**config.mk**
```make
export PLATFORM = sky130hd
export DESIGN_NAME = bus_arbiter_flat
export DESIGN_NICKNAME = d
export VERILOG_FILES = /design/src/soc_pkg.sv /design/src/mem_bus_if.sv /design/src/bus_arbiter.sv /design/src/flat_wrapper.sv
export SDC_FILE = /design/constraint.sdc
export NUM_CORES = 1
export LEC_CHECK = 0
export BUFFER_PORTS_ARGS = -buffer_cell sky130_fd_sc_hd__buf_2
export CORE_AREA = 2 2 143 145
export DETAILED_ROUTE_END_ITERATION = 12
export DIE_AREA = 0 0 145 147
export SLEW_MARGIN = 0
export SYNTH_ARGS = -nofsm -noshare
export SYNTH_HDL_FRONTEND = slang
export SYNTH_SLANG_ARGS = --single-unit
```
**constraint.sdc**
```tcl
create_clock -name pll_clk -period 12.2 [get_ports pll_clk]
set_clock_uncertainty 0.2 [all_clocks]
set_input_delay 1.83 -clock pll_clk [delete_from_list [all_inputs] [get_ports pll_clk]]
set_output_delay 1.83 -clock pll_clk [all_outputs]
set_load 0.02 [all_outputs]
```
**src/soc_pkg.sv**
```systemverilog
package soc_pkg;

    typedef logic [31:0] addr_t;
    typedef logic [31:0] data_t;
    typedef logic [3:0]  mask_t;

    // ram depth in words, indexed by address bits above the byte lanes.
    localparam int ram_words     = 1024;
    localparam int ram_addr_bits = $clog2(ram_words);

    // address map, each window given by its base and its span in address bits.
    localparam addr_t ram_base        = 32'h0000_0000;
    localparam int    ram_span_bits   = 16;
    localparam addr_t leds_base       = 32'h0001_0000;
    localparam int    leds_span_bits  = 2;
    localparam addr_t uart_base       = 32'h0002_0000;
    localparam int    uart_span_bits  = 4;
    localparam addr_t timer_base      = 32'h0003_0000;
    localparam int    timer_span_bits = 4;

    // uart registers; status bit 0 is tx busy, bit 1 is rx valid.
    localparam logic [3:0] uart_tx_ofs     = 4'h0;
    localparam logic [3:0] uart_status_ofs = 4'h4;
    localparam logic [3:0] uart_rx_ofs     = 4'h8;

    localparam logic [3:0] timer_lo_ofs = 4'h0;
    localparam logic [3:0] timer_hi_ofs = 4'h4;

    // clock cycles per serial bit, and the bit counter limits.
    localparam int uart_divisor    = 16;
    localparam int uart_baud_bits  = $clog2(uart_divisor);
    localparam int uart_frame_bits = 10;
    localparam logic [uart_baud_bits-1:0] uart_baud_last = uart_baud_bits'(uart_divisor - 1);
    localparam logic [uart_baud_bits-1:0] uart_baud_half = uart_baud_bits'(uart_divisor / 2 - 1);

    typedef enum logic [2:0] {
        periph_ram,
        periph_leds,
        periph_uart,
        periph_timer,
        periph_none
    } periph_e;

endpackage

```
**src/mem_bus_if.sv**
```systemverilog
interface mem_bus_if import soc_pkg::*; ();

    addr_t address;
    logic  read;
    logic  write;
    mask_t write_mask;
    data_t write_value;

    logic ram_sel;
    logic leds_sel;
    logic uart_sel;
    logic timer_sel;

    // unselected peripherals return zero so the arbiter can OR these.
    data_t ram_read_value;
    data_t leds_read_value;
    data_t uart_read_value;
    data_t timer_read_value;

    modport master (
        output address, read, write, write_mask, write_value,
        output ram_sel, leds_sel, uart_sel, timer_sel,
        input  ram_read_value, leds_read_value, uart_read_value, timer_read_value
    );

    modport slave (
        input  address, read, write, write_mask, write_value,
        input  ram_sel, leds_sel, uart_sel, timer_sel,
        output ram_read_value, leds_read_value, uart_read_value, timer_read_value
    );

    modport monitor (
        input address, read, write, write_mask, write_value,
        input ram_sel, leds_sel, uart_sel, timer_sel,
        input ram_read_value, leds_read_value, uart_read_value, timer_read_value
    );

endinterface

```
**src/bus_arbiter.sv**
```systemverilog
module bus_arbiter import soc_pkg::*; (
    input  logic      pll_clk,
    input  logic      rst_n,

    input  addr_t     instr_address,
    input  logic      instr_read,
    output data_t     instr_read_value,
    output logic      instr_ready,

    input  addr_t     data_address,
    input  logic      data_read,
    input  logic      data_write,
    input  mask_t     data_write_mask,
    input  data_t     data_write_value,
    output data_t     data_read_value,
    output logic      data_ready,

    mem_bus_if.master bus
);

    typedef enum logic {
        st_idle,
        st_access
    } state_e;

    state_e  state;
    periph_e sel_q;
    periph_e req_periph;
    addr_t   req_address;
    data_t   read_value;
    logic    gnt_data;
    logic    resp_valid;
    logic    resp_data;
    logic    data_req;
    logic    instr_req;
    logic    take_data;
    logic    take_instr;

    // the side whose response is being returned still holds its request.
    assign data_req   = (data_read || data_write) && !(resp_valid && resp_data);
    assign instr_req  = instr_read && !(resp_valid && !resp_data);
    assign take_data  = (state == st_idle) && data_req;
    assign take_instr = (state == st_idle) && !data_req && instr_req;

    assign req_address = data_req ? data_address : instr_address;

    always_comb begin
        if (req_address[31:ram_span_bits] == ram_base[31:ram_span_bits])
            req_periph = periph_ram;
        else if (req_address[31:leds_span_bits] == leds_base[31:leds_span_bits])
            req_periph = periph_leds;
        else if (req_address[31:uart_span_bits] == uart_base[31:uart_span_bits])
            req_periph = periph_uart;
        else if (req_address[31:timer_span_bits] == timer_base[31:timer_span_bits])
            req_periph = periph_timer;
        else
            req_periph = periph_none;
    end

    assign bus.ram_sel   = (sel_q == periph_ram);
    assign bus.leds_sel  = (sel_q == periph_leds);
    assign bus.uart_sel  = (sel_q == periph_uart);
    assign bus.timer_sel = (sel_q == periph_timer);

    assign read_value = bus.ram_read_value | bus.leds_read_value |
                        bus.uart_read_value | bus.timer_read_value;

    always_ff @(posedge pll_clk or negedge rst_n) begin
        if (!rst_n) begin
            state       <= st_idle;
            sel_q       <= periph_none;
            bus.read    <= 1'b0;
            bus.write   <= 1'b0;
            gnt_data    <= 1'b0;
            resp_valid  <= 1'b0;
            resp_data   <= 1'b0;
            data_ready  <= 1'b0;
            instr_ready <= 1'b0;
        end else begin
            data_ready  <= resp_valid && resp_data;
            instr_ready <= resp_valid && !resp_data;
            resp_valid  <= (state == st_access);
            resp_data   <= gnt_data;
            case (state)
                st_idle: begin
                    if (take_data || take_instr) begin
                        state     <= st_access;
                        gnt_data  <= take_data;
                        sel_q     <= req_periph;
                        bus.read  <= take_data ? (data_read && !data_write) : 1'b1;
                        bus.write <= take_data && data_write;
                    end
                end
                st_access: begin
                    // the bus is held for one cycle only.
                    state     <= st_idle;
                    sel_q     <= periph_none;
                    bus.read  <= 1'b0;
                    bus.write <= 1'b0;
                end
                default: state <= st_idle;
            endcase
        end
    end

    always_ff @(posedge pll_clk) begin
        if (take_data || take_instr) begin
            bus.address     <= req_address;
            bus.write_mask  <= take_data ? data_write_mask : '0;
            bus.write_value <= take_data ? data_write_value : '0;
        end
        if (resp_valid && resp_data)
            data_read_value <= read_value;
        if (resp_valid && !resp_data)
            instr_read_value <= read_value;
    end

endmodule

```
**src/flat_wrapper.sv**
```systemverilog
// flat-port wrapper written by rule: the top's interface ports become plain ports
module bus_arbiter_flat import soc_pkg::*;
  (pll_clk, rst_n, instr_address, instr_read, instr_read_value, instr_ready, data_address, data_read, data_write, data_write_mask, data_write_value, data_read_value, data_ready, bus_address, bus_read, bus_write, bus_write_mask, bus_write_value, bus_ram_sel, bus_leds_sel, bus_uart_sel, bus_timer_sel, bus_ram_read_value, bus_leds_read_value, bus_uart_read_value, bus_timer_read_value);
  mem_bus_if bus_i ();
  input  logic pll_clk;
  input  logic rst_n;
  input  addr_t instr_address;
  input  logic instr_read;
  output data_t instr_read_value;
  output logic instr_ready;
  input  addr_t data_address;
  input  logic data_read;
  input  logic data_write;
  input  mask_t data_write_mask;
  input  data_t data_write_value;
  output data_t data_read_value;
  output logic data_ready;
  output wire logic [$bits(bus_i.address)-1:0] bus_address;
  output wire logic [$bits(bus_i.read)-1:0] bus_read;
  output wire logic [$bits(bus_i.write)-1:0] bus_write;
  output wire logic [$bits(bus_i.write_mask)-1:0] bus_write_mask;
  output wire logic [$bits(bus_i.write_value)-1:0] bus_write_value;
  output wire logic [$bits(bus_i.ram_sel)-1:0] bus_ram_sel;
  output wire logic [$bits(bus_i.leds_sel)-1:0] bus_leds_sel;
  output wire logic [$bits(bus_i.uart_sel)-1:0] bus_uart_sel;
  output wire logic [$bits(bus_i.timer_sel)-1:0] bus_timer_sel;
  input wire logic [$bits(bus_i.ram_read_value)-1:0] bus_ram_read_value;
  input wire logic [$bits(bus_i.leds_read_value)-1:0] bus_leds_read_value;
  input wire logic [$bits(bus_i.uart_read_value)-1:0] bus_uart_read_value;
  input wire logic [$bits(bus_i.timer_read_value)-1:0] bus_timer_read_value;
  assign bus_address = bus_i.address;
  assign bus_read = bus_i.read;
  assign bus_write = bus_i.write;
  assign bus_write_mask = bus_i.write_mask;
  assign bus_write_value = bus_i.write_value;
  assign bus_ram_sel = bus_i.ram_sel;
  assign bus_leds_sel = bus_i.leds_sel;
  assign bus_uart_sel = bus_i.uart_sel;
  assign bus_timer_sel = bus_i.timer_sel;
  assign bus_i.ram_read_value = bus_ram_read_value;
  assign bus_i.leds_read_value = bus_leds_read_value;
  assign bus_i.uart_read_value = bus_uart_read_value;
  assign bus_i.timer_read_value = bus_timer_read_value;
  bus_arbiter u_core (.pll_clk(pll_clk), .rst_n(rst_n), .instr_address(instr_address), .instr_read(instr_read), .instr_read_value(instr_read_value), .instr_ready(instr_ready), .data_address(data_address), .data_read(data_read), .data_write(data_write), .data_write_mask(data_write_mask), .data_write_value(data_write_value), .data_read_value(data_read_value), .data_ready(data_ready), .bus(bus_i));
endmodule
```
* After elaboration in Yosys (flattened, before gate mapping)
Index checks and enable logic that the tools add are counted. Widths: inputs -> output; s select.
Storage, ports and cells: word-level logic and storage cells 58, output and inout port bits 140, input bits 233, register bits 143
Operators by class: reduce and logical (&&, ||, !) cells 19, bitwise logic cells 4, equal/unequal tests 7, muxes and demuxes 14
Operators by type and width (count):
- $or 32x32->32 | 3
- $eq 28x14->1 const B | 2
- $mux 32 | 1
- $eq 30x15->1 const B | 1
- $logic_not 16->1 | 1
- $mux 3 | 5
- $logic_and 1x1->1 | 9
- $eq 3x2->1 const B | 2
- $pmux 1 s2 | 3
- $pmux 3 s2 | 1
- $logic_not 1->1 | 5
- $mux 1 | 4
- $eq 3x1->1 const B | 1
- $logic_not 3->1 | 1
- $logic_or 1x1->1 | 2
- $ne 2x2->1 const B | 1
- $reduce_and 2->1 | 1
- $not 1->1 | 1

* Depth between registers and ports, before layout
depth after elaboration 11, depth in mapped cells 6, depth with buffers taken out 5

* Least setup slack after synthesis
No wires, ideal clock.
path kind input to register, start point input data_write, end point register u_core.sel_q[2], required time 11.921 ns, setup slack 7.586 ns, buffers on the path 0, stages 4, library setup time 0.079 ns, arrival 4.335 ns, cells stage by stage nor2_1 a211oi_4 nand3_2 o211a_1
On the way: cells in the longest elaborated chain, start to end 10, elaborated cells between the ends (all ways) 19, those cells by class eq/ne (4); mux (7); reduce/logical (8)
Ends and longest elaborated chain:
- from (decl) | line flat_wrapper.sv:13 | input logic data_write;
- $logic_or 1x1->1 * | line bus_arbiter.sv:40 | assign data_req = (data_read || data_write) && !(resp_valid && resp_data);
- $logic_and 1x1->1 * | line bus_arbiter.sv:40
- $mux 32 | line bus_arbiter.sv:45 | assign req_address = data_req ? data_address : instr_address;
- $eq 28x14->1 | line bus_arbiter.sv:54 | else if (req_address[31:timer_span_bits] == timer_base[31:timer_span_bits])
- $mux 3 | line bus_arbiter.sv:54
- $mux 3 | line bus_arbiter.sv:52 | else if (req_address[31:uart_span_bits] == uart_base[31:uart_span_bits])
- $mux 3 | line bus_arbiter.sv:50 | else if (req_address[31:leds_span_bits] == leds_base[31:leds_span_bits])
- $mux 3 | line bus_arbiter.sv:48 | if (req_address[31:ram_span_bits] == ram_base[31:ram_span_bits])
- $mux 3 | line bus_arbiter.sv:86 | if (take_data || take_instr) begin
- $pmux 3 s2 | line bus_arbiter.sv:84 | case (state)
- to (signal assigned) | line bus_arbiter.sv:71 | sel_q <= periph_none;
- to (signal assigned) | line bus_arbiter.sv:89 | sel_q <= req_periph;
- to (signal assigned) | line bus_arbiter.sv:97 | sel_q <= periph_none;
- to (decl) | line bus_arbiter.sv:27 | periph_e sel_q;
Every way passes the cells marked *; elsewhere a longest branch is shown, timed or not. The select of a mux whose other input is x is not followed. A chain may end at the register's enable or synchronous reset.

* Worst setup path after layout
Same ends and word-level chain as after synthesis.

==> results.cfg <==
[outcome]
status = complete, no violations

[synthesis]
ys_ff_latch = 143
syn-cell-area_sq_um = 5490
synth_nets = 545
synth_cell_type_count = 33
syn-instance-count = 312
syn_avg_cell_area_sq_um = 17.6
ys_seq_area_frac = 0.773
ys_warn_count = 0

[die]
die_h_um = 147
core_area_sq_um = 19800
die_w_um = 145
die_area_sq_um = 21300
rows = 52
io_pins = 373
start_util = 0.276

[sta]
finalHoldViolCount = 0
timing.fmax_mhz = 290
finalWorstSetupSlack_ns = 8.75
fin_crit_ns = 3.45
finalSetupViolCount = 0
grt_setup_unrepaired = false
tightestPinTransition_ns = 1.07
setup-tns-final_ns = 0
slew-limit-headroom = 0.285
fin_crit_sh = 0.283
slew_viol_final = 0

[detailed_routing]
ant_nets = 0
wirelength_um = 16700
drt_iter0_markers = 193
vias_per_cell = 4.36
wl_per_cell_um = 17.1
drc = 0
vias = 4273
first_pass_iters = 4

[hold_path]
hold_path_class = flop to flop

[placement]
place_congestion = 0.770
dpl.hpwl_um = 12900
post-place-ws_ns = 8.31
portBuffers = 372

[worst_setup_path]
crit_path_end_kind = flop
worstSetupPathType = input pin to flop
crit_arrival_ns = 3.59
start_kind = input pin
crit_path_max_fanout = 72
worstPathRequired_ns = 12.34

[global_route]
overflow = 0
grt_usage = 0.152
grt_pass1_wl_um = 24400
first_global_vias = 4321
antenna_found_initial = 0
grt_max_degree = 73

[clock_tree]
h-tree-depth = 4
post_cts_resized = 0
root_buffer = clkbuf_16
post-cts-setup-buffer-count = 0
numClockSinks = 143
clock_latency_ns = 0.41
cts_tree = yes
cts_buffers = 17
cts_hold_buf = 0
cts_buffer_depth = 2
clkTransAtPathRegs_ns = 0.06

[cells_and_area]
fillerInstances = 1886
area_growth_syn_to_layout_pct = 51.6
finish.net_count = 931
drive_gt1_frac = 0.624
diodes = 0

[job]
drv_cap = 0

[power]
peakVddDrop_mv = 0.0882
power.leakage_nw = 3.40
powerDensity_nw_per_um2 = 227
## sequential cells by signal, indices dropped and copies added, names as in the netlist
name / cells
u_core.instr_read_value: 32
u_core.data_read_value: 32
u_core.gnt_data: 1
u_core.resp_data: 1
u_core.bus.write: 1
u_core.instr_ready: 1
u_core.sel_q: 3
u_core.bus.write_value: 32
u_core.bus.read: 1
u_core.state: 1
u_core.data_ready: 1
u_core.bus.write_mask: 4
u_core.resp_valid: 1
u_core.bus.address: 32
## layer usage
layer	GRT usage	wire length, um	up-vias
li1	-	-	2011
met1	0.159	6120	2030
met3	0.0674	1530	19
met5	0	0	-
met2	0.275	8730	213
met4	0.0495	359	0
## power by group
group	internal (mW)	switching (mW)	total, mW	leakage, nW
Combinational	0.183	0.387	0.570	1.82
Sequential	0.740	0.0421	0.782	1.29
Clock	0.312	0.226	0.538	0.296
Total	1.23	0.655	1.89	3.40
## cell usage in the layout (no fill, tap or decap), types with 4 or more instances in the layout
cell / instances
and2_1: 36
nor2_1: 7
nor4_1: 13
o21ai_0: 4
clkbuf_16: 17
nand2_1: 5
inv_6: 4
buf_2: 372
or4_1: 32
dfrtp_1: 10
edfxtp_1: 132
mux2_2: 30
## cells by family (layout without fill, tap and decap cells)
| group | after synthesis | after routing | synth area share |
|---|---|---|---|
| and+or+nand+nor | 111 | 111 | 0.130 |
| DFF | 143 | 143 | 0.773 |
| muxes | 33 | 33 | 0.0671 |
| buffers and inverters | 11 | 410 | 0.00844 |
| AOI/OAI and AO/OA | 14 | 14 | 0.0210 |
## cell usage after synthesis
cell type / count / share of area
a211oi_1: 1 / 0.0014
and3b_1: 1 / 0.0016
dfstp_2: 1 / 0.0048
o2bb2ai_2: 1 / 0.0027
o21a_1: 1 / 0.0014
or3_1: 1 / 0.0011
o2bb2ai_1: 2 / 0.0032
nor2b_1: 1 / 0.0011
nand3_2: 1 / 0.0018
nand2b_1: 2 / 0.0023
a211oi_4: 1 / 0.0036
nand4_1: 3 / 0.0034
nand2b_4: 1 / 0.0025
nor2_1: 8 / 0.0055
clkbuf_1: 4 / 0.0027
o211a_1: 1 / 0.0018
mux2_2: 30 / 0.062
nand3_1: 2 / 0.0018
buf_2: 4 / 0.0036
nand4b_1: 1 / 0.0016
o21ai_0: 4 / 0.0036
edfxtp_1: 132 / 0.72
inv_1: 3 / 0.0021
nor4_1: 13 / 0.015
a21o_1: 1 / 0.0014
a21oi_1: 2 / 0.0018
and2_1: 36 / 0.041
mux2i_1: 3 / 0.0055
nor3_1: 2 / 0.0018
or4_1: 32 / 0.044
nor3b_1: 2 / 0.0027
nand2_1: 5 / 0.0034
dfrtp_1: 10 / 0.046
## final cells by class
class	count	area, sq um	share of cell area
Sequential cell	143	4240	0.510
Timing Repair Buffer	375	1880	0.227
Multi-Input combinational cell	158	1220	0.147
Clock buffer	17	425	0.0512
Tap cell	270	338	0.0406
Clock inverter	15	194	0.0233
Inverter	3	11.3	0.00135
## critical path, cell delays in order
cell and delay [ns]:
buf_2 0.12, nor2_1 0.08, a211oi_4 0.24, buf_4 0.74
nand3_2 0.21, o211a_1 0.28
## stage by stage
step | area (sq um) | hold slack (ns) | power (mW) | instances | utilization
after floorplan | 5490 | 0.148 | 1.14 | 312 | -
after global placement | 7690 | 0.185 | 1.37 | 949 | 0.388
after detailed placement | 7690 | 0.179 | 1.38 | 949 | 0.388
after CTS | 8310 | 0.207 | 1.92 | 981 | 0.419
after global routing | 8310 | 0.230 | 1.98 | 981 | 0.419
final | 8310 | 0.200 | 1.89 | 981 | 0.419
## final timing paths
path	start	endpoint	slack, ns	cells past startpoint
worst min register to register	u_core.gnt_data	u_core.resp_data	0.20	0
min in group asynchronous	rst_n	u_core.data_ready	1.09	1
max in group asynchronous	rst_n	u_core.sel_q[2]	10.43	1
worst max-delay path	data_write	u_core.sel_q[2]	8.75	6
worst max register to register	u_core.resp_valid	u_core.sel_q[2]	9.19	6
worst min-delay path	u_core.gnt_data	u_core.resp_data	0.20	0
(Power assumes the default switching activity.)
